--- config.mk ---
export PLATFORM = sky130hd
export DESIGN_NAME = core_result
export DESIGN_NICKNAME = d
export VERILOG_FILES = /design/src/hdl/mini_core_pkg.sv /design/src/hdl/core_result.sv
export VERILOG_INCLUDE_DIRS = /design/src /design/src/hdl
export SDC_FILE = /design/constraint.sdc
export NUM_CORES = 1
export LEC_CHECK = 0
export BUFFER_PORTS_ARGS = -buffer_cell sky130_fd_sc_hd__buf_4
export CAP_MARGIN = 0
export CORE_ASPECT_RATIO = 1.4
export CORE_MARGIN = 5
export CORE_UTILIZATION = 55
export DETAILED_ROUTE_END_ITERATION = 12
export PLACE_DENSITY_LB_ADDON = 0.12
export SLEW_MARGIN = 20
export SYNTH_ARGS = -nofsm -noshare
export SYNTH_HDL_FRONTEND = slang
export SYNTH_SLANG_ARGS = --single-unit
export TNS_END_PERCENT = 50
--- constraint.sdc ---
create_clock -name clk -period 4.5 [get_ports clk]
set_clock_uncertainty 0.1 [all_clocks]
set_input_delay 1.125 -clock clk [delete_from_list [all_inputs] [get_ports clk]]
set_output_delay 1.125 -clock clk [all_outputs]
set_load 0.01 [all_outputs]
--- src/hdl/mini_core_defs.svh ---
`ifndef MINI_CORE_DEFS_SVH
`define MINI_CORE_DEFS_SVH

// data path and instruction word width
`define DATA_WIDTH 32

// byte address into the data RAM, 1024 words
`define ADDR_WIDTH 12

// byte lanes per data word
`define STRB_WIDTH 4

// register file size and index width
`define REG_COUNT 16
`define REG_IDX_WIDTH 4

`endif
--- src/hdl/mini_core_pkg.sv ---
`include "mini_core_defs.svh"

package mini_core_pkg;

   // opcode field, instruction bits 31..28
   // encodings 11..15 are unused and retire as no-ops
   typedef enum logic [3:0] {
      OP_NOP  = 4'd0,
      OP_ADD  = 4'd1,
      OP_SUB  = 4'd2,
      OP_AND  = 4'd3,
      OP_OR   = 4'd4,
      OP_XOR  = 4'd5,
      OP_ADDI = 4'd6,
      OP_LUI  = 4'd7,
      OP_LW   = 4'd8,
      OP_SW   = 4'd9,
      OP_SB   = 4'd10
   } opcode_t;

   // coarse class, picks the execute path
   typedef enum logic [1:0] {
      CLASS_ALU   = 2'd0,
      CLASS_LOAD  = 2'd1,
      CLASS_STORE = 2'd2,
      CLASS_NONE  = 2'd3
   } op_class_t;

   typedef logic [`REG_IDX_WIDTH-1:0] reg_idx_t;

endpackage

--- src/hdl/core_result.sv ---
`timescale 1ns/1ns
`include "mini_core_defs.svh"

module core_result (
   input  logic                    clk,
   input  logic                    rst,
   input  logic                    res_valid,
   input  logic                    res_we,
   input  mini_core_pkg::reg_idx_t res_rd,
   input  logic [`DATA_WIDTH-1:0]  res_data,
   input  mini_core_pkg::reg_idx_t rf_a_idx,
   input  mini_core_pkg::reg_idx_t rf_b_idx,
   output logic [`DATA_WIDTH-1:0]  rf_a,
   output logic [`DATA_WIDTH-1:0]  rf_b,
   output logic                    wb_valid,
   output mini_core_pkg::reg_idx_t wb_rd,
   output logic                    retire_valid,
   output logic                    retire_we,
   output mini_core_pkg::reg_idx_t retire_rd,
   output logic [`DATA_WIDTH-1:0]  retire_data
);

   logic [`DATA_WIDTH-1:0] regs [`REG_COUNT];

   // read ports, r0 hardwired to zero
   assign rf_a = (rf_a_idx == '0) ? '0 : regs[rf_a_idx];
   assign rf_b = (rf_b_idx == '0) ? '0 : regs[rf_b_idx];

   // write lands at the edge retire rises, so decode may clear busy now
   assign wb_valid = retire_valid && retire_we;
   assign wb_rd = retire_rd;

   always_ff @(posedge clk) begin
      if (rst) begin
         retire_valid <= 1'b0;
         for (int i = 0; i < `REG_COUNT; i++) begin
            regs[i] <= '0;
         end
      end else begin
         retire_valid <= res_valid;
         if (res_valid && res_we && res_rd != '0) begin
            regs[res_rd] <= res_data;
         end
      end
      // retire report, one pulse per instruction
      retire_we <= res_we;
      retire_rd <= res_rd;
      retire_data <= res_data;
   end

endmodule

=== Yosys cells after proc, flatten, opt, wreduce, memory -nomap -nowiden ===
Memory sizes are Yosys's and may differ from the RTL's.
Cells that the tools add are included.

* Muxes and demuxes: 10
* Reductions and logical operators: 7

{| class="wikitable"
|+ Operator list
! kind !! number
|-
| 32-bit 2-to-1 mux || 3
|-
| 32-bit OR reduction || 1
|-
| 4-bit logical NOT || 2
|-
| 1-bit 2-to-1 mux || 6
|-
| 4-bit 2-to-1 mux || 1
|-
| 4-bit nonzero test || 1
|-
| 1-bit logical AND || 3
|}

* Flip-flop bits (word level): 38
* Memory bits (writable): 512
* Bits of input ports: 48
* Output and inout port bits: 107
* Memories kept: 1

{| class="wikitable"
|+ Memory list
! memory !! depth !! width !! rd ports !! clocked after Yosys merged registers in !! wr ports !! RTL line !! source
|-
| regs || 16 || 32 || 2 || 0 || 16 || core_result.sv:23 || <nowiki>logic [`DATA_WIDTH-1:0] regs [`REG_COUNT];</nowiki>
|}

=== Depth between registers and ports, before layout ===
Gate-level depths: netlist (run 1).

* Depth after elaboration: 7
* Mapped depth: 7
* Mapped depth without buffers: 4

=== Least setup slack after synthesis (run 1) ===
OpenSTA, ideal clock, no wires.

* Path kind: input-to-output
* Start: input rf_a_idx[1]
* End: output rf_a[23]
* Arrival: 2.340 ns
* Path slack: 0.935 ns
* Cell stages on the path: 7
* Path buffers: 3
* Cells stage by stage: buf_2 > buf_6 > buf_4 > mux2i_1 > nor2_1 > a2111oi_0 > nor2_1

* Longest elaborated chain between the ends: 2

{| class="wikitable"
|+ Ends and longest elaborated chain
! element !! RTL line !! source
|-
| start: declaration || core_result.sv:11 || <nowiki>input mini_core_pkg::reg_idx_t rf_a_idx,</nowiki>
|-
| memory read 16 x 32 bit / 4-bit logical NOT (equally long branches) || - ||
|-
| 32-bit 2-to-1 mux (*) || core_result.sv:26 || <nowiki>assign rf_a = (rf_a_idx == '0) ? '0 : regs[rf_a_idx];</nowiki>
|-
| end: declaration || core_result.sv:13 || <nowiki>output logic [`DATA_WIDTH-1:0] rf_a,</nowiki>
|}

Mark *: on every way between the ends. The rest lies on a longest branch, timed or not.

=== Worst setup path in the final report (run 1) ===
* Start: input rf_a_idx[1]
* End: output rf_a[26]

Same word-level chain as after synthesis.

==> results of run 1 <==
## layer usage
metal	track usage	routed length (um)
met5	0	20
met4	0.131	4030
met3	0.0496	6850
met2	0.522	40100
met1	0.386	29900
## cell usage in the layout (no fill, tap or decap), types with 2 or more instances in the layout
cell type,netlist,routed
bufinv_16,0,3
nand2b_1,6,5
clkbuf_16,0,52
and2_1,482,482
nor2_2,0,12
a221o_1,31,31
nor3_4,0,3
clkinv_1,0,8
clkinvlp_4,0,3
dfxtp_1,38,38
mux2i_1,193,193
buf_12,0,29
clkbuf_1,115,14
clkinv_2,0,10
mux2_2,32,32
clkbuf_8,0,3
or2_2,15,15
nand2_1,7,7
a2111oi_0,30,30
nor2_1,72,60
a22oi_1,31,31
nor2b_4,0,2
mux4_2,131,131
edfxtp_1,480,480
buf_4,9,210
o22ai_1,60,60
buf_6,15,2
a21oi_1,65,65
## flip-flops by register name, summed over array words and instances, names as in the netlist
| name | flops |
|---|---|
| retire_valid | 1 |
| retire_data | 32 |
| regs | 480 |
| retire_we | 1 |
| retire_rd | 4 |
## where the power goes
group          internal (mW)  switching (mW)  total, mW
Combinational          0.624           0.771       1.40
Clock                   2.35            1.84       4.19
Sequential              5.52           0.136       5.65
## Yosys cell counts
cell type / instances
a221o_1: 31
clkbuf_1: 115
nand2b_1: 6
o21ai_1: 1
nand4_1: 1
o22ai_1: 60
nand2_1: 7
mux2_2: 32
or2_2: 15
nor2b_2: 1
edfxtp_1: 480
nand4b_1: 1
nor3_2: 3
a21oi_1: 65
buf_1: 3
o31a_1: 1
clkbuf_4: 2
and2_1: 482
nor2b_1: 2
nor3b_1: 2
dfxtp_1: 38
buf_6: 15
mux2i_1: 193
mux4_2: 131
buf_2: 40
and4bb_1: 1
nor2_1: 72
a22oi_1: 31
a2111oi_0: 30
buf_4: 9
## worst paths after layout
path	start	endpoint	slack, ns	cells past startpoint
setup / recovery	rf_a_idx[1]	rf_a[26]	0.05	7
hold / removal	res_rd[0]	retire_rd[0]$_DFF_P_	0.57	1
## area by class of cell
type | instances | share of cell area
flip-flops and latches | 518 | 0.503
multi-input cells | 1168 | 0.344
repair buffers | 242 | 0.0728
clock buffers | 69 | 0.0463
well taps | 630 | 0.0261
clock inverters | 26 | 0.00722
diodes | 1 | 0.0000830
## critical path: cells and delay by family
kind	cells	cell delay, ns
mux	1	0.22
simple gates	1	0.18
compound gates	2	0.83
buf+inv	3	0.83
## metrics by stage
stage                     instances  power (mW)  hold WS, ns
after floorplan                1870        6.51         1.05
after global placement         2558        7.10         1.16
after detailed placement       2558        7.14         1.16
after CTS                      2653        11.3        0.553
after global routing           2653        11.6        0.554
final                          2654        11.2        0.570
## kinds of logic (layout without fill, tap and decap cells)
kind of cell	count (synthesis)	in the layout	share of synthesized area
mux	356	356	0.199
buf+inv	184	337	0.0339
compound gates	219	219	0.0577
simple gates	593	593	0.134
other cells	0	1	0
flops	518	518	0.575
==> results.yml, run 1 <==
detailed_routing:
  vias: 17400
  drc_errors: 0
  drt-initial-drc-count: 1959
  vias_per_cell: 6.55
  wl_per_cell_um: 30.5
  drtPass1Iterations: 5
  drtAntennaViolNets: 0
  drt_wl_total_um: 80900
die:
  fp.dieH_um: 269
  initial_core_util: 0.552
  rows: 95
  core_area_um2: 47800
  pin_count: 155
  dieArea_um2: 52500
  die_w_um: 195
global_routing:
  grtUsageTotal: 0.304
  grt_pass1_wl_um: 118000
  grt_remaining_overflow: 0
  grt_pass1_vias: 18100
  antenna_found_initial: 1
  grt_max_degree: 43
finish:
  final_util: 0.631
  finalInstanceArea_um2: 30100
  areaGrowthSynthToFinish_pct: 14.3
  nFillCells: 3650
  multi_input_area_um2: 10400
  nets: 2029
  layout-drive-gt1-share: 0.254
  regArea_um2: 15200
yosys:
  synthDistinctLibCells: 30
  synthTopCellsByArea: "edfxtp_1 55%, and2_1 11%, mux4_2 11%"
  synth_warnings: 0
  ys_seq_area_frac: 0.575
  syn_area_um2: 26400
  synth_cells: 1870
  syn_area_per_cell_um2: 14.1
  syn-num-nets: 1918
  yosys.area.top_type: "edfxtp_1"
  synth_top_area_share: 0.547
  synth-seq-cells: 518
critical_path:
  slowest_delay_ns: 0.74
  cp.required_ns: 3.27
  cp_slowest_cell: "a2111oi_0"
  cp-end-kind: "output port"
  cp-start-kind: "input port"
  critPathMaxFanout: 36
  critPathKind: "input port to output port"
  path_cells: "buf_8 -> buf_12 -> mux2i_1 -> o22ai_1 -> a2111oi_0 -> nor2_1 -> buf_4"
  cp.arrival_ns: 3.22
place:
  dp_hpwl_um: 46900
  port_buffers: 154
  placed_cell_area_um2: 28500
  post-place-ws_ns: 0.105
  globalplace.congestion: 0.838
timing:
  period_minus_slack_ns: 4.45
  worstMarginPinSlew_ns: 1.08
  setup_slack_ns: 0.0534
  fmax_mhz: 225
  fin_setup_tns_ns: 0
  hold_viol_final: 0
  fin_crit_sh: 0.988
  max_slew_margin: 0.281
  setup_viol_count_final: 0
  maxSlewViolCount: 0
  rsz0062_at_grt: "no"
clocking:
  postCtsHoldBufs: 0
  htreeDepth: 2
  cts.sinks: 518
  cts_tree: "yes"
  postCtsSetupRepairBufs: 0
  cts_resized: 0
  root_buffer: "clkbuf_16"
  clk_pin_slew_ns: 0.06
  cts_buffers: 51
  cts_buffer_depth: 3
power_and_ir_drop:
  power.density_nw_per_um2: 373
  ir_drop_v: 0.000337
  power.leakage_nw: 11.1
run:
  cap_violations: 0
status:
  status: "finished, final reports clean"
worst_hold_path:
  hold_class: "input port to flop"
No activity file was read; power rests on OpenSTA's default activity.
==> run 2, diff against run 1 <==
--- a/config.mk
+++ b/config.mk
@@ -12,7 +12,9 @@
 export CORE_MARGIN = 5
 export CORE_UTILIZATION = 55
 export DETAILED_ROUTE_END_ITERATION = 12
+export GPL_TIMING_DRIVEN = 0
 export PLACE_DENSITY_LB_ADDON = 0.12
+export SETUP_SLACK_MARGIN = 0.2
 export SLEW_MARGIN = 20
 export SYNTH_ARGS = -nofsm -noshare
 export SYNTH_HDL_FRONTEND = slang
==> constraint.sdc (replaced) <==
create_clock -name clk -period 4.6 [get_ports clk]
set_clock_uncertainty 0.1 [all_clocks]
set_input_delay 1.15 -clock clk [delete_from_list [all_inputs] [get_ports clk]]
set_output_delay 1.15 -clock clk [all_outputs]
set_load 0.01 [all_outputs]
==> run 2 against run 1 <==
Against the previous run:
- non-clock buffer count grew 90
- combinational power shrank 3%
- final area shrank 0.17%
- sequential cell count is the same
- via count grew 2.2%
- sequential share of layout area grew 0.084 points
- critical path depth grew 1
- critical endpoint is now rf_a[18]
- largest cell class unchanged
==> results.yml, run 2 (same netlist as run 1, synthesis figures left out) <==
die:
  rows: 95
  pin_count: 155
  initial_core_util: 0.552
  dieArea_um2: 52500
  core_area_um2: 47800
  fp.dieH_um: 269
  die_w_um: 195
timing:
  rsz0062_at_grt: "yes"
  max_slew_margin: 0.217
  fmax_mhz: 224
  setup_slack_ns: 0.132
  maxSlewViolCount: 0
  period_minus_slack_ns: 4.47
  fin_crit_sh: 0.971
  hold_viol_final: 0
  worstMarginPinSlew_ns: 1.17
  setup_viol_count_final: 0
critical_path:
  cp-startpoint: "rf_a_idx[1]"
  cp-start-kind: "input port"
  critPathMaxFanout: 10
  cp.arrival_ns: 3.22
  cp.required_ns: 3.35
  critPathKind: "input port to output port"
  endpoint: "rf_a[18]"
  cp-end-kind: "output port"
global_routing:
  grt_max_degree: 33
  grt_pass1_wl_um: 120000
  grtUsageTotal: 0.316
  grt_remaining_overflow: 0
  grt_pass1_vias: 18600
  antenna_found_initial: 5
detailed_routing:
  drt_wl_total_um: 84800
  wl_per_cell_um: 30.9
  drt-initial-drc-count: 1919
  drc_errors: 0
  drtPass1Iterations: 6
  wl_met3_um: 6930
  top_layer: "met5"
  wl_met1_um: 29200
  drtAntennaViolNets: 0
  vias: 17800
  vias_per_cell: 6.48
  routed-wl-met2_um: 43900
clocking:
  cts_tree: "yes"
  htreeDepth: 2
  clk_pin_slew_ns: 0.06
  postCtsSetupRepairBufs: 0
  postCtsHoldBufs: 0
  root_buffer: "clkbuf_16"
  cts.sinks: 518
  cts_buffer_depth: 3
  cts_buffers: 50
place:
  dp_hpwl_um: 55900
  globalplace.congestion: 0.894
  port_buffers: 148
  placed_cell_area_um2: 28300
  post-place-ws_ns: -0.175
power_and_ir_drop:
  ir_drop_v: 0.000321
  power.density_nw_per_um2: 372
  pwr-share-clk: 0.385
  p_switching_mw: 2.72
  p_int_mw: 8.49
  power.leakage_nw: 11.0
  combPwrFrac: 0.122
  swShare: 0.242
  p_seq_frac: 0.494
worst_hold_path:
  hold_class: "input port to flop"
finish:
  final_common_cell: "and2_1"
  regMostFlops: "regs"
  areaGrowthSynthToFinish_pct: 14.1
  nets: 2118
  largest_register_ffs: 480
  finalInstanceArea_um2: 30100
  layout-drive-gt1-share: 0.233
  layout_common_cells: "482 x and2_1, 480 x edfxtp_1, 193 x mux2i_1"
  reg_top3: "regs x480, retire_data x32, retire_rd x4"
run:
  cap_violations: 0
status:
  status: "finished, final reports clean"
run 2: worst max-delay path, stage by stage:
cell and delay (ns):
buf_2 0.23, buf_6 0.28, buf_6 0.24, mux2i_1 0.25
nor2_1 0.05, a2111oi_0 0.72, nor2_1 0.11, buf_4 0.18
run 2: cell type report:
type / count / area, um^2
Buffer: 184 / 921
Timing Repair Buffer: 148 / 1110
Fill cell: 3741 / 17700
Clock inverter: 22 / 258
Multi-Input combinational cell: 1168 / 10400
Clock buffer: 72 / 1440
Tap cell: 630 / 788
Antenna cell: 2 / 5.00
Sequential cell: 518 / 15200
run 2: through the flow:
step | utilization | hold slack [ns] | power, mW | TNS, ns | cells
after global routing | 0.630 | 0.573 | 11.5 | 0 | 2742
after global placement | 0.592 | 1.18 | 6.92 | -1.03 | 2648
after CTS | 0.628 | 0.568 | 11.2 | 0 | 2742
after detailed placement | 0.592 | 1.18 | 6.96 | -0.861 | 2648
after floorplan | - | 1.08 | 6.37 | 0 | 1870
final | 0.630 | 0.580 | 11.2 | 0 | 2744
run 2: power by group through the flow:
| stage | combinational (mW) | clock [mW] | sequential, mW |
|---|---|---|---|
| 2_1_floorplan | 0.790 | 0 | 5.58 |
| 3_3_place_gp | 1.32 | 0 | 5.61 |
| 3_5_place_dp | 1.34 | 0 | 5.62 |
| 6_report | 1.36 | 4.31 | 5.53 |
| 5_1_grt | 1.43 | 4.50 | 5.55 |
| 4_1_cts | 1.35 | 4.31 | 5.52 |
run 2: repair_timing:
action / 4_1_cts / 5_1_grt
gates cloned: 0 / 0
resized for setup: 25 / 30
endpoints found under the setup margin: 36 / 40
run 2: how the worst min path moves through the flow:
| stage | start | to | slack, ns | cells past startpoint |
|---|---|---|---|---|
| 6_report | res_rd[0] | retire_rd[0]$_DFF_P_ | 0.58 | 1 |
| 3_3_place_gp | res_rd[0] | retire_rd[0]$_DFF_P_ | 1.18 | 1 |
| 3_5_place_dp | res_rd[0] | retire_rd[0]$_DFF_P_ | 1.18 | 1 |
| 5_1_grt | res_rd[0] | retire_rd[0]$_DFF_P_ | 0.57 | 1 |
| 2_1_floorplan | res_data[0] | retire_data[0]$_DFF_P_ | 1.08 | 0 |
| 4_1_cts | res_rd[0] | retire_rd[0]$_DFF_P_ | 0.57 | 1 |
run 2: per-layer routing:
| layer | up-vias | track usage |
|---|---|---|
| met3 | 286 | 0.0604 |
| met5 | - | 0 |
| met2 | 984 | 0.565 |
| met1 | 9022 | 0.366 |
| met4 | 8 | 0.157 |
| li1 | 7469 | - |
