$ cat src/hdl/mini_core_defs.svh
`ifndef MINI_CORE_DEFS_SVH
`define MINI_CORE_DEFS_SVH

// data path and instruction word width
`define DATA_WIDTH 32

// byte address into the data RAM, 1024 words
`define ADDR_WIDTH 12

// byte lanes per data word
`define STRB_WIDTH 4

// register file size and index width
`define REG_COUNT 16
`define REG_IDX_WIDTH 4

`endif
$ cat src/hdl/mini_core_pkg.sv
`include "mini_core_defs.svh"

package mini_core_pkg;

   // opcode field, instruction bits 31..28
   // encodings 11..15 are unused and retire as no-ops
   typedef enum logic [3:0] {
      OP_NOP  = 4'd0,
      OP_ADD  = 4'd1,
      OP_SUB  = 4'd2,
      OP_AND  = 4'd3,
      OP_OR   = 4'd4,
      OP_XOR  = 4'd5,
      OP_ADDI = 4'd6,
      OP_LUI  = 4'd7,
      OP_LW   = 4'd8,
      OP_SW   = 4'd9,
      OP_SB   = 4'd10
   } opcode_t;

   // coarse class, picks the execute path
   typedef enum logic [1:0] {
      CLASS_ALU   = 2'd0,
      CLASS_LOAD  = 2'd1,
      CLASS_STORE = 2'd2,
      CLASS_NONE  = 2'd3
   } op_class_t;

   typedef logic [`REG_IDX_WIDTH-1:0] reg_idx_t;

endpackage

$ cat src/hdl/core_decode.sv
`timescale 1ns/1ns
`include "mini_core_defs.svh"

module core_decode (
   input  logic                     clk,
   input  logic                     rst,
   input  logic [`DATA_WIDTH-1:0]   instr,
   input  logic                     instr_valid,
   output logic                     instr_ready,
   input  logic                     exe_ready,
   output mini_core_pkg::reg_idx_t  rf_a_idx,
   output mini_core_pkg::reg_idx_t  rf_b_idx,
   input  logic [`DATA_WIDTH-1:0]   rf_a,
   input  logic [`DATA_WIDTH-1:0]   rf_b,
   input  logic                     wb_valid,
   input  mini_core_pkg::reg_idx_t  wb_rd,
   output logic                     dec_valid,
   output mini_core_pkg::opcode_t   dec_op,
   output mini_core_pkg::op_class_t dec_class,
   output mini_core_pkg::reg_idx_t  dec_rd,
   output logic [`DATA_WIDTH-1:0]   dec_a,
   output logic [`DATA_WIDTH-1:0]   dec_b,
   output logic [`DATA_WIDTH-1:0]   dec_store_data
);

   import mini_core_pkg::*;

   logic [3:0] op_field;
   reg_idx_t rd;
   logic [15:0] imm;
   opcode_t op_n;
   op_class_t class_n;
   logic [`DATA_WIDTH-1:0] a_sel;
   logic [`DATA_WIDTH-1:0] b_sel;
   logic use_a;
   logic use_b;
   logic writes_rd;
   logic [`REG_COUNT-1:0] busy;
   logic [`REG_COUNT-1:0] busy_now;
   logic [`REG_COUNT-1:0] wb_mask;
   logic [`REG_COUNT-1:0] set_mask;
   logic active;
   logic hazard;
   logic hold;
   logic accept;

   // field split
   assign op_field = instr[31:28];
   assign rd = instr[27:24];
   assign rf_a_idx = instr[23:20];
   assign rf_b_idx = instr[19:16];
   assign imm = instr[15:0];

   always_comb begin
      op_n = OP_NOP;
      class_n = CLASS_NONE;
      use_a = 1'b0;
      use_b = 1'b0;
      a_sel = rf_a;
      // register operand unless the opcode wants the immediate
      b_sel = rf_b;
      case (op_field)
         OP_ADD, OP_SUB, OP_AND, OP_OR, OP_XOR: begin
            op_n = opcode_t'(op_field);
            class_n = CLASS_ALU;
            use_a = 1'b1;
            use_b = 1'b1;
         end
         OP_ADDI: begin
            op_n = OP_ADDI;
            class_n = CLASS_ALU;
            use_a = 1'b1;
            b_sel = {{16{imm[15]}}, imm};
         end
         OP_LUI: begin
            // execute adds, so zero the A side
            op_n = OP_LUI;
            class_n = CLASS_ALU;
            a_sel = '0;
            b_sel = {imm, 16'h0000};
         end
         OP_LW: begin
            op_n = OP_LW;
            class_n = CLASS_LOAD;
            use_a = 1'b1;
            b_sel = {{16{imm[15]}}, imm};
         end
         OP_SW, OP_SB: begin
            // rs2 rides along as store data
            op_n = opcode_t'(op_field);
            class_n = CLASS_STORE;
            use_a = 1'b1;
            use_b = 1'b1;
            b_sel = {{16{imm[15]}}, imm};
         end
         default: begin
            // unused encodings fall through as a no-op
         end
      endcase
   end

   // r0 never goes busy
   assign writes_rd = (class_n == CLASS_ALU || class_n == CLASS_LOAD) && rd != '0;

   // a register written back this cycle is already readable
   assign wb_mask = wb_valid ? (`REG_COUNT'(1) << wb_rd) : '0;
   assign busy_now = busy & ~wb_mask;
   assign set_mask = (accept && writes_rd) ? (`REG_COUNT'(1) << rd) : '0;

   // sources wait on busy, rd too so two writes to one register never overlap
   assign hazard = (use_a && busy_now[rf_a_idx]) || (use_b && busy_now[rf_b_idx]) ||
                   (writes_rd && busy_now[rd]);

   // output bundle stuck behind execute
   assign hold = dec_valid && !exe_ready;
   assign instr_ready = active && !hold && !hazard;
   assign accept = instr_valid && instr_ready;

   always_ff @(posedge clk) begin
      if (rst) begin
         active <= 1'b0;
         dec_valid <= 1'b0;
         busy <= '0;
      end else begin
         active <= 1'b1;
         busy <= busy_now | set_mask;
         if (accept) begin
            dec_valid <= 1'b1;
         end else if (exe_ready) begin
            dec_valid <= 1'b0;
         end
      end
      if (accept) begin
         dec_op <= op_n;
         dec_class <= class_n;
         dec_rd <= rd;
         dec_a <= a_sel;
         dec_b <= b_sel;
         dec_store_data <= rf_b;
      end
   end

endmodule

$ cat config.mk
export PLATFORM = sky130hd
export DESIGN_NAME = core_decode
export DESIGN_NICKNAME = d
export VERILOG_FILES = /design/src/hdl/mini_core_pkg.sv /design/src/hdl/core_decode.sv
export VERILOG_INCLUDE_DIRS = /design/src /design/src/hdl
export SDC_FILE = /design/constraint.sdc
export NUM_CORES = 1
export LEC_CHECK = 0
export BUFFER_PORTS_ARGS = -buffer_cell sky130_fd_sc_hd__buf_4
export CAP_MARGIN = 20
export CORE_ASPECT_RATIO = 1.4
export CORE_UTILIZATION = 52
export CTS_CLUSTER_SIZE = 30
export DETAILED_ROUTE_END_ITERATION = 12
export PLACE_DENSITY = 0.85
export SLEW_MARGIN = 20
export SYNTH_ARGS = -nofsm -noshare
export SYNTH_HDL_FRONTEND = slang
export SYNTH_SLANG_ARGS = --single-unit
$ cat constraint.sdc
create_clock -name clk -period 19.8 [get_ports clk]
set_clock_uncertainty 0.15 [all_clocks]
set_input_delay 3.96 -clock clk [delete_from_list [all_inputs] [get_ports clk]]
set_output_delay 3.96 -clock clk [all_outputs]
set_load 0.02 [all_outputs]
### Yosys cells after proc, flatten, opt, wreduce, memory -nomap -nowiden

Cells that the tools add are included.
Widths: inputs -> output; s select.

* register bits: 124
* latch bits: 0
* memory bits (writable): 0
* bits in read-only memories: 0
* input port bits: 105
* output and inout bits: 116
* word-level logic and storage cells: 67
* memories: 0

* add/subtract/negate cells: 0
* multiply operators: 0
* divide/modulo/power cells: 0
* order comparisons: 3
* eq/ne operators: 11
* shift operators: 2
* multiplexer cells: 16
* bitwise gates (word level): 3
* reductions and logical operators: 23

Operator list (count)
* $pmux 32 s2: 1
* $mux 16: 2
* $shl 1x4->16 const A: 2
* $and 16x16->16: 1
* $eq 4x3->1 const B: 4
* $not 16->16: 1
* $or 16x16->16: 1
* $pmux 4 s4: 1
* $lt 4x5->1 const B: 3
* $reduce_or 7->1: 2
* $bmux 1 s4: 3
* $eq 4x4->1 const B: 3
* $logic_and 1x1->1: 9
* $reduce_or 9->1: 1
* $eq 4x2->1 const B: 2
* $mux 1: 8
* $pmux 2 s3: 1
* $eq 4x1->1 const B: 1
* $reduce_bool 4->1: 1
* $reduce_or 4->1: 1
* $logic_not 1->1: 3
* $logic_or 1x1->1: 3
* $eq 2x1->1 const B: 1
* $logic_not 2->1: 1
* 2 further kinds: 2

### Longest topological paths before layout

* word-level depth: 15
* mapped depth: 9
* depth with buffers taken out: 7

### Worst setup path after synthesis

No wires, ideal clock.

* path kind: input-to-reg
* start: input port instr[25]
* end: register dec_a[0], enable pin
* library setup time: 0.723 ns
* arrival time: 12.978 ns
* required time: 18.927 ns
* path slack: 5.950 ns
* cell stages on the path: 8
* path buffers: 1
* path through: clkbuf_1 mux2_2 o311ai_1 o311ai_0 a311oi_1 a31o_2 nor2_1 nor3b_1

* word-level cells in the longest chain between the ends: 7
* elaborated cells between the ends (all ways): 9
* classes of those cells: mux: 2; reduce/logical: 7

RTL lines
* from (decl): RTL line core_decode.sv:7 `` input logic [`DATA_WIDTH-1:0] instr, ``
* $bmux 1 s4 / $reduce_bool 4->1 (equally long branches): RTL line core_decode.sv:112, core_decode.sv:103
* $mux 1 (not written as such) / $logic_and 1x1->1 (equally long branches): RTL line core_decode.sv:112, core_decode.sv:103
* $logic_and 1x1->1 (*): RTL line core_decode.sv:112 `(writes_rd && busy_now[rd]);`
* $logic_or 1x1->1 (*): RTL line core_decode.sv:111 `assign hazard = (use_a && busy_now[rf_a_idx]) || (use_b && busy_now[rf_b_idx]) ||`
* $logic_not 1->1 (*): RTL line core_decode.sv:116 `assign instr_ready = active && !hold && !hazard;`
* $logic_and 1x1->1 (*): RTL line core_decode.sv:116
* $logic_and 1x1->1 (*): RTL line core_decode.sv:117 `assign accept = instr_valid && instr_ready;`
* net accept: RTL line core_decode.sv:45 `logic accept;`
* to (signal assigned): RTL line core_decode.sv:137 `dec_a <= a_sel;`
* to (decl): RTL line core_decode.sv:21 `` output logic [`DATA_WIDTH-1:0] dec_a, ``

The timed path passes the listed nets; every way through them passes the cells marked *. The select of a mux whose other input is x is not followed.
A chain may end at the register's enable or synchronous reset.

### Worst setup path in the final report

* start: input port wb_rd[1]
* end: output port instr_ready

* word-level cells in the longest chain between the ends: 11
* elaborated cells between the ends (all ways): 17
* classes of those cells: shift: 1; mux: 7; bitwise: 2; reduce/logical: 7

RTL lines
* from (decl): RTL line core_decode.sv:16 `input mini_core_pkg::reg_idx_t wb_rd,`
* $shl 1x4->16 (no source line) (*)
* $mux 16 (*): RTL line core_decode.sv:106 `` assign wb_mask = wb_valid ? (`REG_COUNT'(1) << wb_rd) : '0; ``
* $not 16->16 (*): RTL line core_decode.sv:107 `assign busy_now = busy & ~wb_mask;`
* $and 16x16->16 (*): RTL line core_decode.sv:107
* $bmux 1 s4: RTL line core_decode.sv:111
* $mux 1 (not written as such): RTL line core_decode.sv:111
* $logic_and 1x1->1: RTL line core_decode.sv:111
* $logic_or 1x1->1: RTL line core_decode.sv:111
* $logic_or 1x1->1 (*): RTL line core_decode.sv:111
* $logic_not 1->1 (*): RTL line core_decode.sv:116
* $logic_and 1x1->1 (*): RTL line core_decode.sv:116
* to (decl): RTL line core_decode.sv:9 `output logic instr_ready,`

Every way passes the cells marked *; elsewhere a longest branch is shown, timed or not. The select of a mux whose other input is x is not followed.

==> results by stage <==
Run status:
- The run finished with clean final reports.

Floorplan:
- The initial utilization of the core area, before any placement, comes to 0.5349.
- 221 I/O pins were placed.
- After floorplanning, the core was sized to cover 10,350 um^2.
- The number of placement rows is 44.
- The die width is 89.21 um.
- The die is 124.1 um tall.
- The die footprint is 11,070 um^2.

Worst hold path:
- The path category of the worst min-delay check is reg -> reg.

Clock tree:
- The maximum clock path buffer count is 2.
- The number of setup buffers added after CTS is 0.
- TritonCTS created 17 clock buffers.
- The root buffer selected by CTS is clkbuf_16.
- The clock tree from TritonCTS is yes.
- The CTS sink count is 124.
- Post-CTS repair changed the size of 0 cells.
- Clock-pin slew was measured on the worst setup and hold paths at 50 ps.
- The H-tree was split into 4 levels.
- The clock latency at the later pin of the worst-skew pair is 410 ps.
- The post-cts hold buffer count is 0.

Logic synthesis:
- The post-synth net total is 547.
- In this run, distinct cell masters in the synthesized netlist total 55.
- The share of synthesized area occupied by flip-flops and latches is 0.6400.
- The post-synthesis average cell area is 12.53 um^2.
- The number of cells produced by synthesis is 442.
- Sorting the synthesized cells by area gives the leading types as edfxtp_1 57%, dfxtp_1 6.5%, and2_1 4.0%, o21ai_0 3.4%, a221o_1 2.7%.
- For this run, the number of Yosys warnings is 0.
- The flip-flop and latch count after synthesis is 124.
- Of the post-synthesis cell area, the dominant cell type holds 0.5749.
- The synthesized design spends more area on one cell type than any other, namely edfxtp_1.
- The netlist area before placement is 5537 um^2.

Final layout:
- In the final layout, the share of cells above drive strength 1 is 0.4158.
- In the final design database the tool counted 752 nets.
- The filler cell count is 681.
- The count of antenna diodes in the layout is 0.
- The area added between synthesis and finish is 40.00%.
- The final cell utilization of the core is 0.7489.

Power:
- The clock power share is 0.402.
- The internal power of the cells totals 519.9 uW.
- The maximum resistive drop on vdd is 0.07545 mV.
- The register share of total power is 0.444.
- Power spread over the standard cell area amounts to 89.98 nW/um^2.
- Of the total power, combinational logic draws 0.154.
- The analysis attributes to net switching a power of 177.6 uW.
- Of the total power, the share spent switching nets is 0.2546.
- The analysis attributes to cell leakage a power of 0.003103 uW.

Worst setup path:
- The number of buffers and inverters on the critical path is 2.
- The start point of the critical path is wb_rd[1].
- The kind of end point of the critical path is an output port.
- The worst reg2reg path startpoint is busy[6].
- The critical path is of the in -> out type.
- In this design, the stage delay of the slowest critical-path cell is 620 ps.
- The endpoint of the most critical setup path is instr_ready.
- The largest individual stage delay along the critical path comes from the cell o21ai_0.
- The largest fanout of any net on the critical path is 16.
- In this run the critical register-to-register path is captured at dec_b[5].
- Counting buffers and inverters, the worst setup path is 9 cells deep.
- The kind of cell with the highest combined delay along the critical path is compound AO/OA/AOI/OAI gates.
- For the worst setup path, the data required time is 15,690 ps.
- For the worst flop-to-flop path, the logic depth is 9.
- The category of the worst setup path launch point is a primary input.
- The internal reg-to-reg setup slack is 15,720 ps.
- The arrival time reported for the critical path endpoint is 6290 ps.
- Walking the worst path, the cells encountered are buf_4 > nand3_1 > o21ai_0 > mux2i_1 > a311oi_1 > a31o_2 > nor2_1 > nor2_1 > buf_4.

Timing:
- The slew at the pin closest to its max-slew limit is 1024 ps.
- Measured against its own limit, the worst slew margin works out to 0.3171.
- The hold violation total from the final report is 0.
- The fmax is 96.19 MHz.
- The total negative slack for setup checks is 0 ps.
- The max-slew violation count came to 0.
- The final critical-path required period is 10,400 ps.
- Dividing the final minimum period by the clock period gives 0.5251.
- The count of final setup violators is 0.
- Setup repair after global routing left no endpoint under its margin.
- Hold is met by 386.1 ps.

Global routing:
- For this run the aggregate overflow at the end of global routing stands at 0.
- Across every metal layer, demand over resource in global routing totals 0.3157.
- The wire length of the first global-routing pass is 24,720 um.
- met2 is the most crowded layer.
- The met1 demand-to-capacity share in global routing is 0.3255.
- The largest net degree at the start of global routing is 83.
- The met3 layer usage reported by global route is 0.1047.
- The initial antenna violation count came to 0.
- The met2 usage in global routing is 0.5444.
- The number of global-route vias before repair is 4,457.

Route:
- In the routed design, unresolved DRC markers number 0.
- The number of detailed-routing iterations run before antenna repair is 5.
- Wires add up to 17,310 um.
- For this block, the via count after detailed routing is 4,668.
- Dividing the detail-routed wire length by the instance count gives 21.72 um.
- The number of DRC markers in iteration 0 is 338.
- In this run the remaining antenna-violating nets after routing total 0.
- In the routed layout, each cell is associated on average with a via count of 5.857.

Run:
- The total of max-cap violations is 0.

Place:
- The final weighted congestion in routability-driven placement is 0.9885.
- Detailed placement ended at an HPWL of 12,340 um.
- The number of port buffers is 220.
[cell usage in the layout (no fill, tap or decap), types with 4 or more instances in the layout]
| cell | netlist | layout |
|---|---|---|
| clkbuf_16 | 0 | 17 |
| edfxtp_1 | 106 | 106 |
| inv_1 | 11 | 11 |
| mux2i_1 | 7 | 7 |
| o22ai_2 | 6 | 6 |
| buf_4 | 8 | 224 |
| dfxtp_1 | 18 | 18 |
| nand3_1 | 8 | 8 |
| and2_1 | 35 | 35 |
| and3_1 | 5 | 5 |
| a221o_1 | 15 | 15 |
| o211ai_1 | 11 | 11 |
| nor2b_1 | 6 | 6 |
| o21ai_1 | 5 | 5 |
| nand2_1 | 38 | 38 |
| nand4_1 | 14 | 14 |
| clkinvlp_4 | 0 | 4 |
| clkinv_2 | 0 | 4 |
| o21ai_0 | 38 | 38 |
| o22ai_1 | 7 | 7 |
| o2111ai_1 | 5 | 5 |
| nor2_1 | 13 | 12 |
| nand2b_1 | 10 | 10 |
[synthesized netlist by cell type, drive strengths merged]
master / n
mux2: 3
o31a: 1
xor2: 1
mux2i: 7
and2: 35
or3b: 2
a21o: 2
inv: 11
nor4bb: 2
a211o: 1
nor4: 1
nor3: 1
and3: 5
o2111ai: 5
nand4: 14
nor2b: 6
clkbuf: 23
nand3: 9
o311ai: 4
a211oi: 2
xnor2: 1
o211ai: 11
o41ai: 1
o22ai: 13
nand3b: 3
a311oi: 3
a31oi: 1
o311a: 1
and4b: 2
nand2b: 10
nand2: 38
edfxtp: 106
o32ai: 1
or2: 1
or2b: 1
or3: 2
a31o: 1
a21oi: 4
dfxtp: 18
nor3b: 1
buf: 15
nor2: 13
o21ai: 45
a221o: 15
[routing by layer]
metal	vias to the layer above	wire [um]
li1	2088	-
met1	2224	5647
met2	298	9070
met3	58	1689
met4	0	904
met5	-	0
[sequential cells by signal, indices dropped and copies added, names as in the netlist]
name	flops
dec_a	32
dec_b	32
dec_store_data	32
busy	16
dec_op	4
dec_rd	4
dec_class	2
active	1
dec_valid	1
[worst reg2reg max path, cell delays in order (launching register included)]
cell      delay, ps
dfxtp_1         340
mux2_2          290
o311ai_1         90
o311ai_0        180
a311oi_1        330
a31o_2          370
nor2_1          150
nor3b_2         490
buf_4           400
buf_4           850
[cell type report]
cell class / instances / area [um^2] / area share
sequential: 124 / 3543 / 0.4571
multi-input combinational: 269 / 1778 / 0.2294
timing repair buffer: 224 / 1682 / 0.2169
clock buffer: 20 / 436.7 / 0.05634
tap: 138 / 172.7 / 0.02228
clock inverter: 11 / 97.59 / 0.01259
inverter: 11 / 41.29 / 0.005327
[worst min path at each step]
stage                        start  endpoint  slack, ps  depth (start not counted)
after floorplan            busy[0]   busy[0]        320                          2
after global placement     busy[8]   busy[8]        370                          2
after detailed placement   busy[8]   busy[8]        370                          2
after CTS                  busy[8]   busy[8]        380                          2
after global routing      busy[12]  busy[12]        410                          2
final                      busy[8]   busy[8]        390                          2
[cells by family after synthesis]
group,after synthesis,share of synthesized area
AOI/OAI and AO/OA,111,0.1487
DFF,124,0.6400
and+or+nand+nor,146,0.1471
muxes,10,0.01876
buffers and inverters,49,0.04226
xor gates and xnor gates,2,0.003164
[power groups by stage]
stage | sequential (uW) | combinational, uW | clock [uW]
floorplan | 337 | 35.8 | 0
global placement | 314 | 103 | 0
detailed placement | 315 | 105 | 0
CTS | 310 | 107 | 283
global route | 311 | 114 | 294
finish | 310 | 107 | 280
[stage by stage]
| step | instances | cell area, um^2 | total power, uW | setup slack [ps] |
|---|---|---|---|---|
| after floorplan | 442 | 5537 | 373.1 | 5950 |
| after global placement | 766 | 7207 | 417.4 | 9513 |
| after detailed placement | 766 | 7209 | 420.1 | 9423 |
| after CTS | 797 | 7744 | 699.7 | 9459 |
| after global routing | 797 | 7751 | 718.9 | 9278 |
| final | 797 | 7751 | 697.5 | 9404 |
(Power assumes the default switching activity.)
