File: config.mk
export PLATFORM = sky130hd
export DESIGN_NAME = core_execute
export DESIGN_NICKNAME = d
export VERILOG_FILES = /design/src/hdl/mini_core_pkg.sv /design/src/hdl/core_execute.sv
export VERILOG_INCLUDE_DIRS = /design/src /design/src/hdl
export SDC_FILE = /design/constraint.sdc
export NUM_CORES = 1
export LEC_CHECK = 0
export BUFFER_PORTS_ARGS = -buffer_cell sky130_fd_sc_hd__buf_2
export CAP_MARGIN = 10
export CORE_UTILIZATION = 56
export DETAILED_ROUTE_END_ITERATION = 7
export GPL_TIMING_DRIVEN = 1
export PLACE_DENSITY_LB_ADDON = 0.08
export SLEW_MARGIN = 25
export SYNTH_ARGS = -nofsm -noshare
export SYNTH_HDL_FRONTEND = slang
export SYNTH_SLANG_ARGS = --single-unit
File: constraint.sdc
create_clock -name clk -period 6.78 [get_ports clk]
set_input_delay 0.339 -clock clk [delete_from_list [all_inputs] [get_ports clk]]
set_output_delay 0.339 -clock clk [all_outputs]
set_load 0.005 [all_outputs]
File: src/hdl/mini_core_defs.svh
`ifndef MINI_CORE_DEFS_SVH
`define MINI_CORE_DEFS_SVH

// data path and instruction word width
`define DATA_WIDTH 32

// byte address into the data RAM, 1024 words
`define ADDR_WIDTH 12

// byte lanes per data word
`define STRB_WIDTH 4

// register file size and index width
`define REG_COUNT 16
`define REG_IDX_WIDTH 4

`endif
File: src/hdl/mini_core_pkg.sv
`include "mini_core_defs.svh"

package mini_core_pkg;

   // opcode field, instruction bits 31..28
   // encodings 11..15 are unused and retire as no-ops
   typedef enum logic [3:0] {
      OP_NOP  = 4'd0,
      OP_ADD  = 4'd1,
      OP_SUB  = 4'd2,
      OP_AND  = 4'd3,
      OP_OR   = 4'd4,
      OP_XOR  = 4'd5,
      OP_ADDI = 4'd6,
      OP_LUI  = 4'd7,
      OP_LW   = 4'd8,
      OP_SW   = 4'd9,
      OP_SB   = 4'd10
   } opcode_t;

   // coarse class, picks the execute path
   typedef enum logic [1:0] {
      CLASS_ALU   = 2'd0,
      CLASS_LOAD  = 2'd1,
      CLASS_STORE = 2'd2,
      CLASS_NONE  = 2'd3
   } op_class_t;

   typedef logic [`REG_IDX_WIDTH-1:0] reg_idx_t;

endpackage

File: src/hdl/core_execute.sv
`timescale 1ns/1ns
`include "mini_core_defs.svh"

module core_execute (
   input  logic                     clk,
   input  logic                     rst,
   input  logic                     dec_valid,
   input  mini_core_pkg::opcode_t   dec_op,
   input  mini_core_pkg::op_class_t dec_class,
   input  mini_core_pkg::reg_idx_t  dec_rd,
   input  logic [`DATA_WIDTH-1:0]   dec_a,
   input  logic [`DATA_WIDTH-1:0]   dec_b,
   input  logic [`DATA_WIDTH-1:0]   dec_store_data,
   output logic                     exe_ready,
   output logic                     res_valid,
   output logic                     res_we,
   output mini_core_pkg::reg_idx_t  res_rd,
   output logic [`DATA_WIDTH-1:0]   res_data,
   output logic [`ADDR_WIDTH-1:0]   m_axil_awaddr,
   output logic                     m_axil_awvalid,
   input  logic                     m_axil_awready,
   output logic [`DATA_WIDTH-1:0]   m_axil_wdata,
   output logic [`STRB_WIDTH-1:0]   m_axil_wstrb,
   output logic                     m_axil_wvalid,
   input  logic                     m_axil_wready,
   input  logic [1:0]               m_axil_bresp,
   input  logic                     m_axil_bvalid,
   output logic                     m_axil_bready,
   output logic [`ADDR_WIDTH-1:0]   m_axil_araddr,
   output logic                     m_axil_arvalid,
   input  logic                     m_axil_arready,
   input  logic [`DATA_WIDTH-1:0]   m_axil_rdata,
   input  logic [1:0]               m_axil_rresp,
   input  logic                     m_axil_rvalid,
   output logic                     m_axil_rready
);

   import mini_core_pkg::*;

   logic xfer;
   logic load_busy;
   logic store_busy;
   logic [`DATA_WIDTH-1:0] alu_out;
   logic [`ADDR_WIDTH-1:0] mem_addr;

   // one memory access at a time
   assign exe_ready = !load_busy && !store_busy;
   assign xfer = dec_valid && exe_ready;

   // responses are always taken at once
   assign m_axil_bready = 1'b1;
   assign m_axil_rready = 1'b1;

   // memory ops share the adder for the byte address
   always_comb begin
      case (dec_op)
         OP_ADD, OP_ADDI, OP_LUI, OP_LW, OP_SW, OP_SB: alu_out = dec_a + dec_b;
         OP_SUB: alu_out = dec_a - dec_b;
         OP_AND: alu_out = dec_a & dec_b;
         OP_OR: alu_out = dec_a | dec_b;
         OP_XOR: alu_out = dec_a ^ dec_b;
         default: alu_out = '0;
      endcase
   end

   assign mem_addr = alu_out[`ADDR_WIDTH-1:0];

   always_ff @(posedge clk) begin
      if (rst) begin
         res_valid <= 1'b0;
         load_busy <= 1'b0;
         store_busy <= 1'b0;
         m_axil_awvalid <= 1'b0;
         m_axil_wvalid <= 1'b0;
         m_axil_arvalid <= 1'b0;
      end else begin
         res_valid <= 1'b0;
         // drop each request once the RAM has it
         if (m_axil_awready) begin
            m_axil_awvalid <= 1'b0;
         end
         if (m_axil_wready) begin
            m_axil_wvalid <= 1'b0;
         end
         if (m_axil_arready) begin
            m_axil_arvalid <= 1'b0;
         end
         // memory op ends on its response
         if (store_busy && m_axil_bvalid) begin
            store_busy <= 1'b0;
            res_valid <= 1'b1;
         end
         if (load_busy && m_axil_rvalid) begin
            load_busy <= 1'b0;
            res_valid <= 1'b1;
         end
         if (xfer) begin
            case (dec_class)
               CLASS_LOAD: begin
                  m_axil_arvalid <= 1'b1;
                  load_busy <= 1'b1;
               end
               CLASS_STORE: begin
                  m_axil_awvalid <= 1'b1;
                  m_axil_wvalid <= 1'b1;
                  store_busy <= 1'b1;
               end
               // ALU ops and no-ops report next cycle
               default: res_valid <= 1'b1;
            endcase
         end
      end
   end

   always_ff @(posedge clk) begin
      if (xfer) begin
         res_rd <= dec_rd;
         res_we <= (dec_class == CLASS_ALU || dec_class == CLASS_LOAD) && dec_rd != '0;
         res_data <= alu_out;
         m_axil_awaddr <= mem_addr;
         m_axil_araddr <= mem_addr;
         // SB replicates the byte, strobe picks the lane
         if (dec_op == OP_SB) begin
            m_axil_wdata <= {`STRB_WIDTH{dec_store_data[7:0]}};
            m_axil_wstrb <= `STRB_WIDTH'(1) << mem_addr[1:0];
         end else begin
            m_axil_wdata <= dec_store_data;
            m_axil_wstrb <= '1;
         end
      end
      // load data replaces the address, written back only on OKAY
      if (load_busy && m_axil_rvalid) begin
         res_data <= m_axil_rdata;
         res_we <= res_we && m_axil_rresp == 2'b00;
      end
      // stores report the write response code
      if (store_busy && m_axil_bvalid) begin
         res_data <= {{(`DATA_WIDTH-2){1'b0}}, m_axil_bresp};
      end
   end

endmodule

==> Yosys cells after proc, flatten, opt, wreduce, memory -nomap -nowiden <==
Cells that the tools add are included.
W data, S select, Z words.
{ "word_totals": {"regBits": 91, "inputBits": 150, "output_inout_bits": 104, "elab_cells": 73} }
{ "op_classes": {"reduce_logical": 16, "n_shift": 1, "eq_ne": 12, "bitwise_logic": 3, "mux": 26, "add_sub_neg": 2} }
{ "ops": {"columns": ["cell", "n"], "rows": [
  ["$pmux W32 S5", 1],
  ["$mux W32", 3],
  ["$add A32 B32 Y32", 1],
  ["$and A32 B32 Y32", 1],
  ["$or A32 B32 Y32", 1],
  ["$sub A32 B32 Y32", 1],
  ["$xor A32 B32 Y32", 1],
  ["$mux W1", 21],
  ["$eq A4 B3 Y1 const B", 4],
  ["$eq A4 B4 Y1 const B", 3],
  ["$eq A4 B2 Y1 const B", 2],
  ["$logic_and A1 B1 Y1", 6],
  ["$reduce_or A6 Y1", 1],
  ["$eq A4 B1 Y1 const B", 1],
  ["$logic_not A2 Y1", 2],
  ["$reduce_bool A4 Y1", 1],
  ["$shl A1 B2 Y4 const A", 1],
  ["$reduce_bool A3 Y1", 1],
  ["$eq A2 B1 Y1 const B", 1],
  ["$eq A2 B2 Y1 const B", 1],
  ["$logic_not A1 Y1", 2],
  ["$mux W2", 1],
  ["$reduce_bool A2 Y1", 1],
  ["$reduce_or A2 Y1", 1],
  ["$logic_or A1 B1 Y1", 1]
]} }

==> Longest topological paths before layout <==
Gate-level depths: netlist (run 1).
{ "logic_depth": {"ltp_word": 6, "depth_mapped": 18, "mapped_depth_nobuf": 17} }

==> Worst setup path before layout (run 1) <==
No wires, ideal clock.
{ "synth_path": {"path_kind": "input port to flip-flop", "from": "input port dec_b[19]", "to": "register res_data[31]", "setup_slack_ps": 3079, "arrival_ps": 3585, "required_ps": 6664, "setup_time_ps": 116, "path_stages": 16, "path_cell_list": "or3_4 or3_4 or3_4 nor2_1 nand2_1 o21ai_1 nand2_1 xnor2_1 ha_1 a21o_1 a211o_1 or2_2 o31ai_1 xnor2_1 o21ai_1 o211a_1"} }
{ "synth_between": {"elab_chain_cells": 4, "elab_cells_between_ends": 5, "classes_between": "add/sub: 2; mux: 3"} }
{ "synth_rtl": {"columns": ["element", "line_no", "text"], "rows": [
  ["start, declared", "core_execute.sv:12", "input logic [`DATA_WIDTH-1:0] dec_b,"],
  ["$sub A32 B32 Y32 or $add A32 B32 Y32 (tied branches)", "core_execute.sv:58, core_execute.sv:57", null],
  ["$pmux W32 S5 (*)", "core_execute.sv:56", "case (dec_op)"],
  ["$mux W32 (*)", "core_execute.sv:116", "if (xfer) begin"],
  ["$mux W32 (*)", "core_execute.sv:132", "if (load_busy && m_axil_rvalid) begin"],
  ["end signal, assigned", "core_execute.sv:119", "res_data <= alu_out;"],
  ["end signal, assigned", "core_execute.sv:133", "res_data <= m_axil_rdata;"],
  ["end signal, assigned", "core_execute.sv:138", "res_data <= {{(`DATA_WIDTH-2){1'b0}}, m_axil_bresp};"],
  ["end, declared", "core_execute.sv:18", "output logic [`DATA_WIDTH-1:0] res_data,"]
]} }
Mark *: on every way between the ends. The rest lies on a longest branch, timed or not. The select of a mux whose other input is x is not followed.
A chain may end at the register's enable or synchronous reset.

==> Worst setup path after layout (run 1) <==
{ "layout_path": {"from": "input port dec_b[5]", "to": "register res_data[31]"} }
The elaborated chain is that of the path after synthesis.

==> flow_metrics.py, run 1 <==
metrics = {
    "run_status": {
        "status": "completed",
    },
    "drt": {
        "drtIter0Drc": 519,
        "vias": 7555,
        "antenna_left": 0,
        "vias_per_cell": 5.79,
        "drc": 0,
        "first_pass_iters": 5,
        "drt-total-wl_um": 23200,
        "wl_per_cell_um": 17.8,
    },
    "worst_setup_path": {
        "critical_path.max_fanout": 6,
        "startpoint_type": "primary input",
        "required_ps": 7010,
        "rr_endpoint": "res_data[5]",
        "reg2regPathDepth": 9,
        "reg2reg_slack_ps": 4490,
        "r2r-start": "load_busy",
        "arrival_ps": 4540,
        "critPathCaptureType": "register",
        "path_class": "primary input to register",
    },
    "timing": {
        "fin_crit_sh_pct": 63.6,
        "slew_headroom_pct": 34.3,
        "fin_skew_ps": 5.65,
        "hold_viol": 0,
        "fin_crit_ps": 4310,
        "rsz0062_at_grt": "no",
        "finalSetupViolCount": 0,
        "drv_slew": 0,
        "fin_tns_setup_ps": 0,
        "tightest_slew_ps": 982,
        "fmax_mhz": 232,
    },
    "worst_hold_path": {
        "min_from": "dec_rd[2]",
        "holdPathEnd": "res_rd[2]",
        "min_path_cells": 1,
        "hold_class": "primary input to register",
    },
    "yosys": {
        "synth_top_family_by_area": "compound AO/OA/AOI/OAI gates",
        "synth_cells": 909,
        "synthXorXnorAreaFrac_pct": 6.49,
        "seq_area_frac_synth_pct": 30.8,
        "synthMuxAreaShare_pct": 0.130,
        "synthAdderAreaFrac_pct": 16.4,
        "avgSynthCellArea_um2": 8.46,
        "yosys_most_used_dff": "edfxtp_1",
        "ys_async_sr_fraction_pct": 0,
        "synth-simple-area-share_pct": 15.5,
        "ys_seq_elements": 91,
        "synth.distinct_cells": 69,
        "netlist_area_mm2": 0.00769,
        "yosys_warnings": 0,
        "synth_edf_count": 55,
        "synth_compound_area_share_pct": 23.0,
    },
    "layout": {
        "multiInputGateArea_mm2": 0.00474,
        "layout.nets": 1374,
        "drive_gt1_share_pct": 25.7,
        "seq_area_mm2": 0.00237,
        "mostFrequentLayoutCells": "251 x buf_2, 115 x nand2_1, 99 x ha_1",
        "fill_cells": 1194,
        "final_common_cell": "buf_2",
        "syn_to_final_growth_pct": 20.2,
        "antenna_cells": 0,
        "fin_cells": 1305,
    },
    "global_routing": {
        "antenna_found_initial": 0,
        "grt_max_degree": 63,
        "grt_usage_pct": 32.3,
        "grt_pass1_vias": 6984,
        "overflow": 0,
        "grt_pass1_wl_um": 35800,
    },
    "cts": {
        "cts_max_path_buffers": 2,
        "clk-insertion-delay-late_ps": 340,
        "cts_htree_levels": 3,
        "cts.sinks": 91,
        "root_buffer": "clkbuf_16",
        "cts-resized-gates": 0,
        "numCtsBuffers": 9,
        "postCtsHoldBufs": 0,
        "clk_pin_slew_worst_paths_ps": 60,
        "cts_tree": "built",
        "post-cts-setup-buffers": 0,
    },
    "die": {
        "die_h_um": 119,
        "start_util_pct": 57.9,
        "ios": 254,
        "die_w_um": 119,
        "rows": 42,
        "die-area_mm2": 0.0142,
        "fp.coreArea_mm2": 0.0133,
    },
    "placed_design": {
        "port_buffers": 251,
        "dp_hpwl_um": 18600,
        "numPlacedInstances": 1288,
        "gp_congestion": 0.984,
    },
    "pwr": {
        "seq_power_share_pct": 38.0,
        "p_switching_uw": 564,
        "power.leakage_uw": 0.00457,
        "power_frac_comb_pct": 32.7,
        "power_density_mw_per_mm2": 194,
        "power_frac_clock_pct": 29.3,
        "swShare_pct": 31.5,
        "intPower_uw": 1230,
        "irDropWorstVdd_v": 0.000100,
    },
    "flow_run": {
        "max-cap-violations": 0,
    },
}
[routing by layer]
metal  up-vias  track usage [%]  wire length, um
met5         -                0                0
met4         0             12.8              733
met3        54             4.98             1870
met2       353             54.9            11200
met1      3485             41.0             9380
li1       3663                -                -
[worst max-delay path, stage by stage]
cell and delay [ps]:
buf_2 130, nor4_1 500, nand2_1 140, nor3b_1 560, nand2_1 330, o21ai_0 310
xnor2_1 100, ha_1 380, and2_1 230, nand3_1 140, or4b_2 660, o21ai_2 180
o31ai_1 140, xnor2_1 170, o21ai_1 70, o211a_1 150
[power groups by stage]
| stage | Sequential, uW | Clock (uW) | Combinational, uW |
|---|---|---|---|
| floorplan | 698 | 0 | 353 |
| global placement | 690 | 0 | 573 |
| global route | 686 | 558 | 646 |
| finish | 681 | 524 | 586 |
| CTS | 681 | 530 | 582 |
| detailed placement | 693 | 0 | 579 |
[cell usage after synthesis (all sizes together) (6+ instances only)]
library cell	n	area, um^2
xnor2	49	429
a21o	19	144
o31ai	7	57.6
xor2	8	70.1
a211oi	7	57.6
o21ai	58	298
a21oi	76	380
nor2	54	203
nand3	15	75.1
nand2	115	432
and3	19	120
ha	99	1240
clkbuf	37	159
inv	78	293
o22ai	11	68.8
a31oi	14	87.6
o221ai	15	131
nor3	6	30.0
nand2b	8	50.1
buf	18	136
a22oi	31	233
dfxtp	36	721
edfxtp	55	1650
[per-stage QoR]
stage	setup WS [ps]	utilization, %	total power, uW	instance area [um^2]	hold WS [ps]
final	2470	69.5	1790	9240	182
after global routing	2270	69.5	1890	9240	172
after CTS	2570	69.5	1790	9240	174
after detailed placement	2210	67.2	1270	8930	464
after global placement	2310	67.2	1260	8930	462
after floorplan	3080	-	1050	7700	408
[logic make-up after synthesis]
kind of cell,after synthesis
AO/OA/AOI/OAI,273
XOR/XNOR,57
adder cells (fa/ha/maj),100
buffers and inverters,133
flip-flops,91
multiplexers,1
other,1
AND/OR/NAND/NOR,253
[cell type report]
class / instances / area share [%]
multi-input combinational: 686 / 51.3
sequential: 91 / 25.7
timing repair buffer: 258 / 14.1
inverter: 78 / 3.17
clock buffer: 11 / 2.52
tap: 176 / 2.38
clock inverter: 5 / 0.839
[state kept, by name, summed over array words and instances, names as in the netlist]
name / flops
load_busy: 1
store_busy: 1
res_rd: 4
m_axil_wstrb: 4
m_axil_wdata: 32
res_we: 1
m_axil_awvalid: 1
m_axil_araddr: 12
m_axil_arvalid: 1
m_axil_wvalid: 1
res_valid: 1
res_data: 32
[how the worst max path moves through the flow]
stage | cells past startpoint | end | startpoint | slack [ps]
after floorplan | 16 | res_data[31] | dec_b[19] | 3080
after global placement | 16 | res_data[31] | dec_b[5] | 2310
after detailed placement | 16 | res_data[31] | dec_b[5] | 2210
after CTS | 16 | res_data[31] | dec_b[5] | 2570
after global routing | 16 | res_data[31] | dec_b[5] | 2270
final | 16 | res_data[31] | dec_b[5] | 2470
Note: power is estimated with default switching activity, not from simulation.
==> run 2: changes to the inputs <==
- CORE_UTILIZATION: 56 -> 52
- clock period: 6.78 -> 4.15 ns (I/O delays scaled with it)
==> flow_metrics.py, run 2 (synthesized netlist as in run 1, its figures left out) <==
metrics = {
    "die": {
        "start_util_pct": 53.1,
        "die-area_mm2": 0.0153,
        "die_h_um": 124,
        "die_w_um": 124,
        "rows": 44,
        "ios": 254,
        "fp.coreArea_mm2": 0.0145,
    },
    "drt": {
        "vias_per_cell": 5.65,
        "drc": 0,
        "first_pass_iters": 5,
        "vias": 7528,
        "drt-total-wl_um": 23500,
        "antenna_left": 0,
        "drtIter0Drc": 524,
        "wl_per_cell_um": 17.6,
    },
    "layout": {
        "fill_cells": 1299,
        "syn_to_final_growth_pct": 22.0,
        "largestRegisters": "m_axil_wdata x32, res_data x32, m_axil_araddr x12",
        "mostFrequentLayoutCells": "251 x buf_2, 115 x nand2_1, 99 x ha_1",
        "drive_gt1_share_pct": 27.1,
        "layout.nets": 1394,
        "seq_area_mm2": 0.00237,
        "final_common_cell": "buf_2",
        "fin_cells": 1333,
        "antenna_cells": 0,
        "multiInputGateArea_mm2": 0.00474,
    },
    "flow_run": {
        "max-cap-violations": 0,
    },
    "pwr": {
        "irDropWorstVdd_v": 0.000166,
        "power_density_mw_per_mm2": 307,
        "power_uw": 2880,
        "power.leakage_uw": 0.00466,
    },
    "placed_design": {
        "dp_hpwl_um": 18800,
        "gp_congestion": 0.966,
        "port_buffers": 251,
        "numPlacedInstances": 1317,
    },
    "cts": {
        "clk-insertion-delay-late_ps": 330,
        "cts_tree": "built",
        "cts_htree_levels": 3,
        "root_buffer": "clkbuf_16",
        "cts.sinks": 91,
        "clk_pin_slew_worst_paths_ps": 60,
        "post-cts-setup-buffers": 0,
        "postCtsHoldBufs": 0,
        "cts_max_path_buffers": 2,
        "numCtsBuffers": 9,
        "cts-resized-gates": 0,
    },
    "timing": {
        "fin_crit_sh_pct": 86.7,
        "tightest_slew_ps": 972,
        "finalSetupViolCount": 0,
        "hold_viol": 0,
        "drv_slew": 0,
        "fin_crit_ps": 3600,
        "fin_tns_setup_ps": 0,
        "fin_skew_ps": 4.09,
        "rsz0062_at_grt": "no",
        "slew_headroom_pct": 35.0,
        "fmax_mhz": 278,
    },
    "worst_hold_path": {
        "min_from": "dec_rd[2]",
        "holdPathEnd": "res_rd[2]",
        "hold_class": "primary input to register",
        "min_path_cells": 1,
    },
    "worst_setup_path": {
        "r2r-start": "load_busy",
        "crit_slowest_cell": "ha_1",
        "reg2regPathDepth": 6,
        "crit_family": "simple AND/OR/NAND/NOR gates",
        "path_class": "primary input to register",
        "rr_endpoint": "res_data[25]",
        "path_cells": "buf_2 -> nor4_1 -> buf_4 -> and4_1 -> nand2_1 -> o41ai_1 -> xnor2_1 -> ha_1 -> inv_1 -> nor2_1 -> nand4_1 -> or2_1 -> o211a_1 -> o31ai_2 -> xor2_1 -> a21oi_1 -> a211oi_1",
        "reg2reg_slack_ps": 1930,
        "critPathCaptureType": "register",
        "path_buf_inv": 3,
        "required_ps": 4380,
        "startpoint_type": "primary input",
        "arrival_ps": 3830,
        "max_stage_delay_ps": 390,
        "critical_path.max_fanout": 5,
    },
    "global_routing": {
        "overflow": 0,
        "antenna_found_initial": 0,
        "grt_pass1_wl_um": 35300,
        "grt_usage_pct": 30.3,
        "grt_max_degree": 32,
        "grt_pass1_vias": 6814,
    },
    "run_status": {
        "status": "completed",
    },
}
run 2: area by class of cell:
class | instances | area share (%)
clock buffer | 13 | 2.89
timing repair buffer | 278 | 15.5
sequential | 91 | 25.3
clock inverter | 3 | 0.213
inverter | 78 | 3.12
multi-input combinational | 686 | 50.5
tap | 184 | 2.45
run 2: per-stage QoR:
| step | setup WS (ps) | hold WS (ps) | cell area (um^2) | utilization, % |
|---|---|---|---|---|
| after global placement | 328 | 402 | 9100 | 62.8 |
| after detailed placement | 269 | 400 | 9100 | 62.8 |
| after CTS | 597 | 47.8 | 9390 | 64.8 |
| after global routing | 119 | 50.8 | 9390 | 64.8 |
| after floorplan | 581 | 277 | 7700 | - |
| final | 552 | 58.7 | 9390 | 64.8 |
run 2: how the worst max path moves through the flow:
stage / end / start / cells after the start
6_report: res_data[25] / dec_b[5] / 17
5_1_grt: res_data[29] / dec_b[5] / 17
4_1_cts: res_data[25] / dec_b[5] / 18
3_5_place_dp: res_data[25] / dec_b[5] / 18
3_3_place_gp: res_data[27] / dec_b[5] / 18
2_1_floorplan: res_data[31] / dec_b[19] / 16
run 2: where the power goes:
group	internal (uW)	switching (uW)	total (uW)	leakage, uW
clock	458	327	786	0.000137
sequential	1070	38.4	1110	0.000827
combinational	425	560	985	0.00369
total	1960	926	2880	0.00466
run 2: metal layers:
| layer | GRT usage (%) | wire length, um | vias up |
|---|---|---|---|
| met1 | 40.0 | 9990 | 3490 |
| met5 | 0 | 0 | - |
| met4 | 10.8 | 602 | 0 |
| met2 | 52.0 | 11400 | 289 |
| li1 | - | - | 3706 |
| met3 | 2.24 | 1480 | 43 |
==> run 3: changes to the inputs <==
- CTS_CLUSTER_DIAMETER: not set -> 60
- clock period: 4.15 -> 3.4 ns (I/O delays scaled with it)
==> flow_metrics.py, run 3 (synthesized netlist as in run 1, its figures left out) <==
metrics = {
    "placed_design": {
        "port_buffers": 251,
        "dp_hpwl_um": 20600,
        "gp_congestion": 1.01,
        "numPlacedInstances": 1436,
    },
    "layout": {
        "mostFrequentLayoutCells": "250 x buf_2, 144 x buf_4, 112 x nand2_1",
        "syn_to_final_growth_pct": 36.7,
        "fill_cells": 1204,
        "largestRegisters": "m_axil_wdata x32, res_data x32, m_axil_araddr x12",
        "drive_gt1_share_pct": 36.6,
        "layout.nets": 1513,
        "multiInputGateArea_mm2": 0.00495,
        "fin_cells": 1456,
        "final_common_cell": "buf_2",
        "seq_area_mm2": 0.00237,
    },
    "pwr": {
        "irDropWorstVdd_v": 0.000248,
        "power_uw": 3800,
        "power_density_mw_per_mm2": 362,
        "power.leakage_uw": 0.00531,
    },
    "cts": {
        "postCtsHoldBufs": 0,
        "cts_tree": "built",
        "clk-insertion-delay-late_ps": 340,
        "clk_pin_slew_worst_paths_ps": 60,
        "cts_max_path_buffers": 2,
        "cts_htree_levels": 3,
        "cts.sinks": 91,
        "numCtsBuffers": 9,
        "root_buffer": "clkbuf_16",
    },
    "timing": {
        "rsz0062_at_grt": "yes",
        "fmax_mhz": 305,
        "fin_skew_ps": 5.11,
        "slew_headroom_pct": 35.7,
        "drv_slew": 0,
        "tightest_slew_ps": 962,
        "finalSetupViolCount": 0,
        "fin_crit_sh_pct": 96.6,
        "hold_viol": 0,
        "fin_tns_setup_ps": 0,
        "fin_crit_ps": 3280,
    },
    "worst_hold_path": {
        "hold_class": "primary input to register",
        "min_from": "dec_store_data[5]",
    },
    "worst_setup_path": {
        "arrival_ps": 3460,
        "path_buf_inv": 2,
        "max_stage_delay_ps": 400,
        "r2r-start": "store_busy",
        "path_cells": "buf_2 -> or3_4 -> or3_4 -> or3_4 -> nor2_4 -> nand2_1 -> o21ai_2 -> xnor2_1 -> ha_1 -> buf_6 -> a21o_1 -> a21oi_2 -> o21ai_1 -> a21oi_2 -> o41ai_4 -> nor3b_2 -> o31ai_1 -> a31oi_1",
        "critical_path.max_fanout": 3,
        "crit_family": "simple AND/OR/NAND/NOR gates",
        "cp-startpoint": "dec_b[18]",
        "path_class": "primary input to register",
        "startpoint_type": "primary input",
        "critPathCaptureType": "register",
        "crit_slowest_cell": "or3_4",
        "required_ps": 3580,
        "crit_top_cell": "or3_4",
    },
    "drt": {
        "wl_per_cell_um": 17.5,
        "drtIter0Drc": 493,
        "drc": 0,
        "vias_per_cell": 5.51,
        "antenna_left": 0,
        "drt-total-wl_um": 25500,
        "first_pass_iters": 5,
        "vias": 8020,
    },
    "global_routing": {
        "overflow": 0,
        "grt.busiest_layer": "met2",
        "grt_max_degree": 35,
        "antenna_found_initial": 4,
        "grt_usage_pct": 32.7,
        "met2_usage_pct": 56.1,
        "grt_pass1_wl_um": 38100,
        "grt_pass1_vias": 7422,
        "met1_usage_pct": 40.9,
        "grt_use_met3_pct": 4.76,
    },
    "die": {
        "fp.coreArea_mm2": 0.0145,
        "ios": 254,
        "rows": 44,
        "die-area_mm2": 0.0153,
        "start_util_pct": 53.1,
        "die_w_um": 124,
        "die_h_um": 124,
    },
    "run_status": {
        "status": "completed",
    },
    "flow_run": {
        "max-cap-violations": 0,
    },
}
==> run 3: per-layer routing <==
| layer | part of all wire, % | vias to the layer above | wire length [um] |
|---|---|---|---|
| li1 | - | 3940 | - |
| met1 | 41 | 3691 | 10500 |
| met2 | 48 | 330 | 12200 |
| met3 | 7.1 | 59 | 1810 |
| met4 | 3.8 | 0 | 980 |
| met5 | 0 | - | 0 |
==> run 3: worst paths after layout <==
path	endpoint	depth (start not counted)	slack, ps
hold reg to reg	m_axil_awvalid	2	470
setup reg to reg	m_axil_wvalid	6	1150
hold / removal	m_axil_wdata[5]	1	30
setup / recovery	res_data[29]	18	120
==> run 3: area by class of cell <==
class / count / area share (%)
Multi-Input combinational cell: 686 / 47.0
Sequential cell: 91 / 22.6
Timing Repair Buffer: 397 / 22.5
Inverter: 78 / 2.78
Clock buffer: 11 / 2.31
Tap cell: 184 / 2.19
Clock inverter: 5 / 0.512
Antenna cell: 4 / 0.0952
==> run 3: what timing repair did <==
action,4_1_cts,5_1_grt
buffers inserted,0,0
resized for setup,0,51
endpoints found under the setup margin,0,14
==> run 3: per-stage QoR <==
stage | hold slack (ps) | instance area, um^2 | util (%) | setup slack [ps]
floorplan | 239 | 7720 | - | -41.0
global placement | 365 | 10000 | 69.1 | -297
detailed placement | 364 | 10000 | 69.1 | -327
CTS | 17.0 | 10300 | 71.2 | 11.3
global route | 25.3 | 10500 | 72.6 | -73.5
finish | 27.7 | 10500 | 72.6 | 117
==> run 3: power breakdown <==
group	leakage (uW)	total, uW	internal (uW)	switching (uW)
sequential	0.000827	1360	1310	47.1
clock	0.000149	991	587	404
combinational	0.00433	1460	693	764
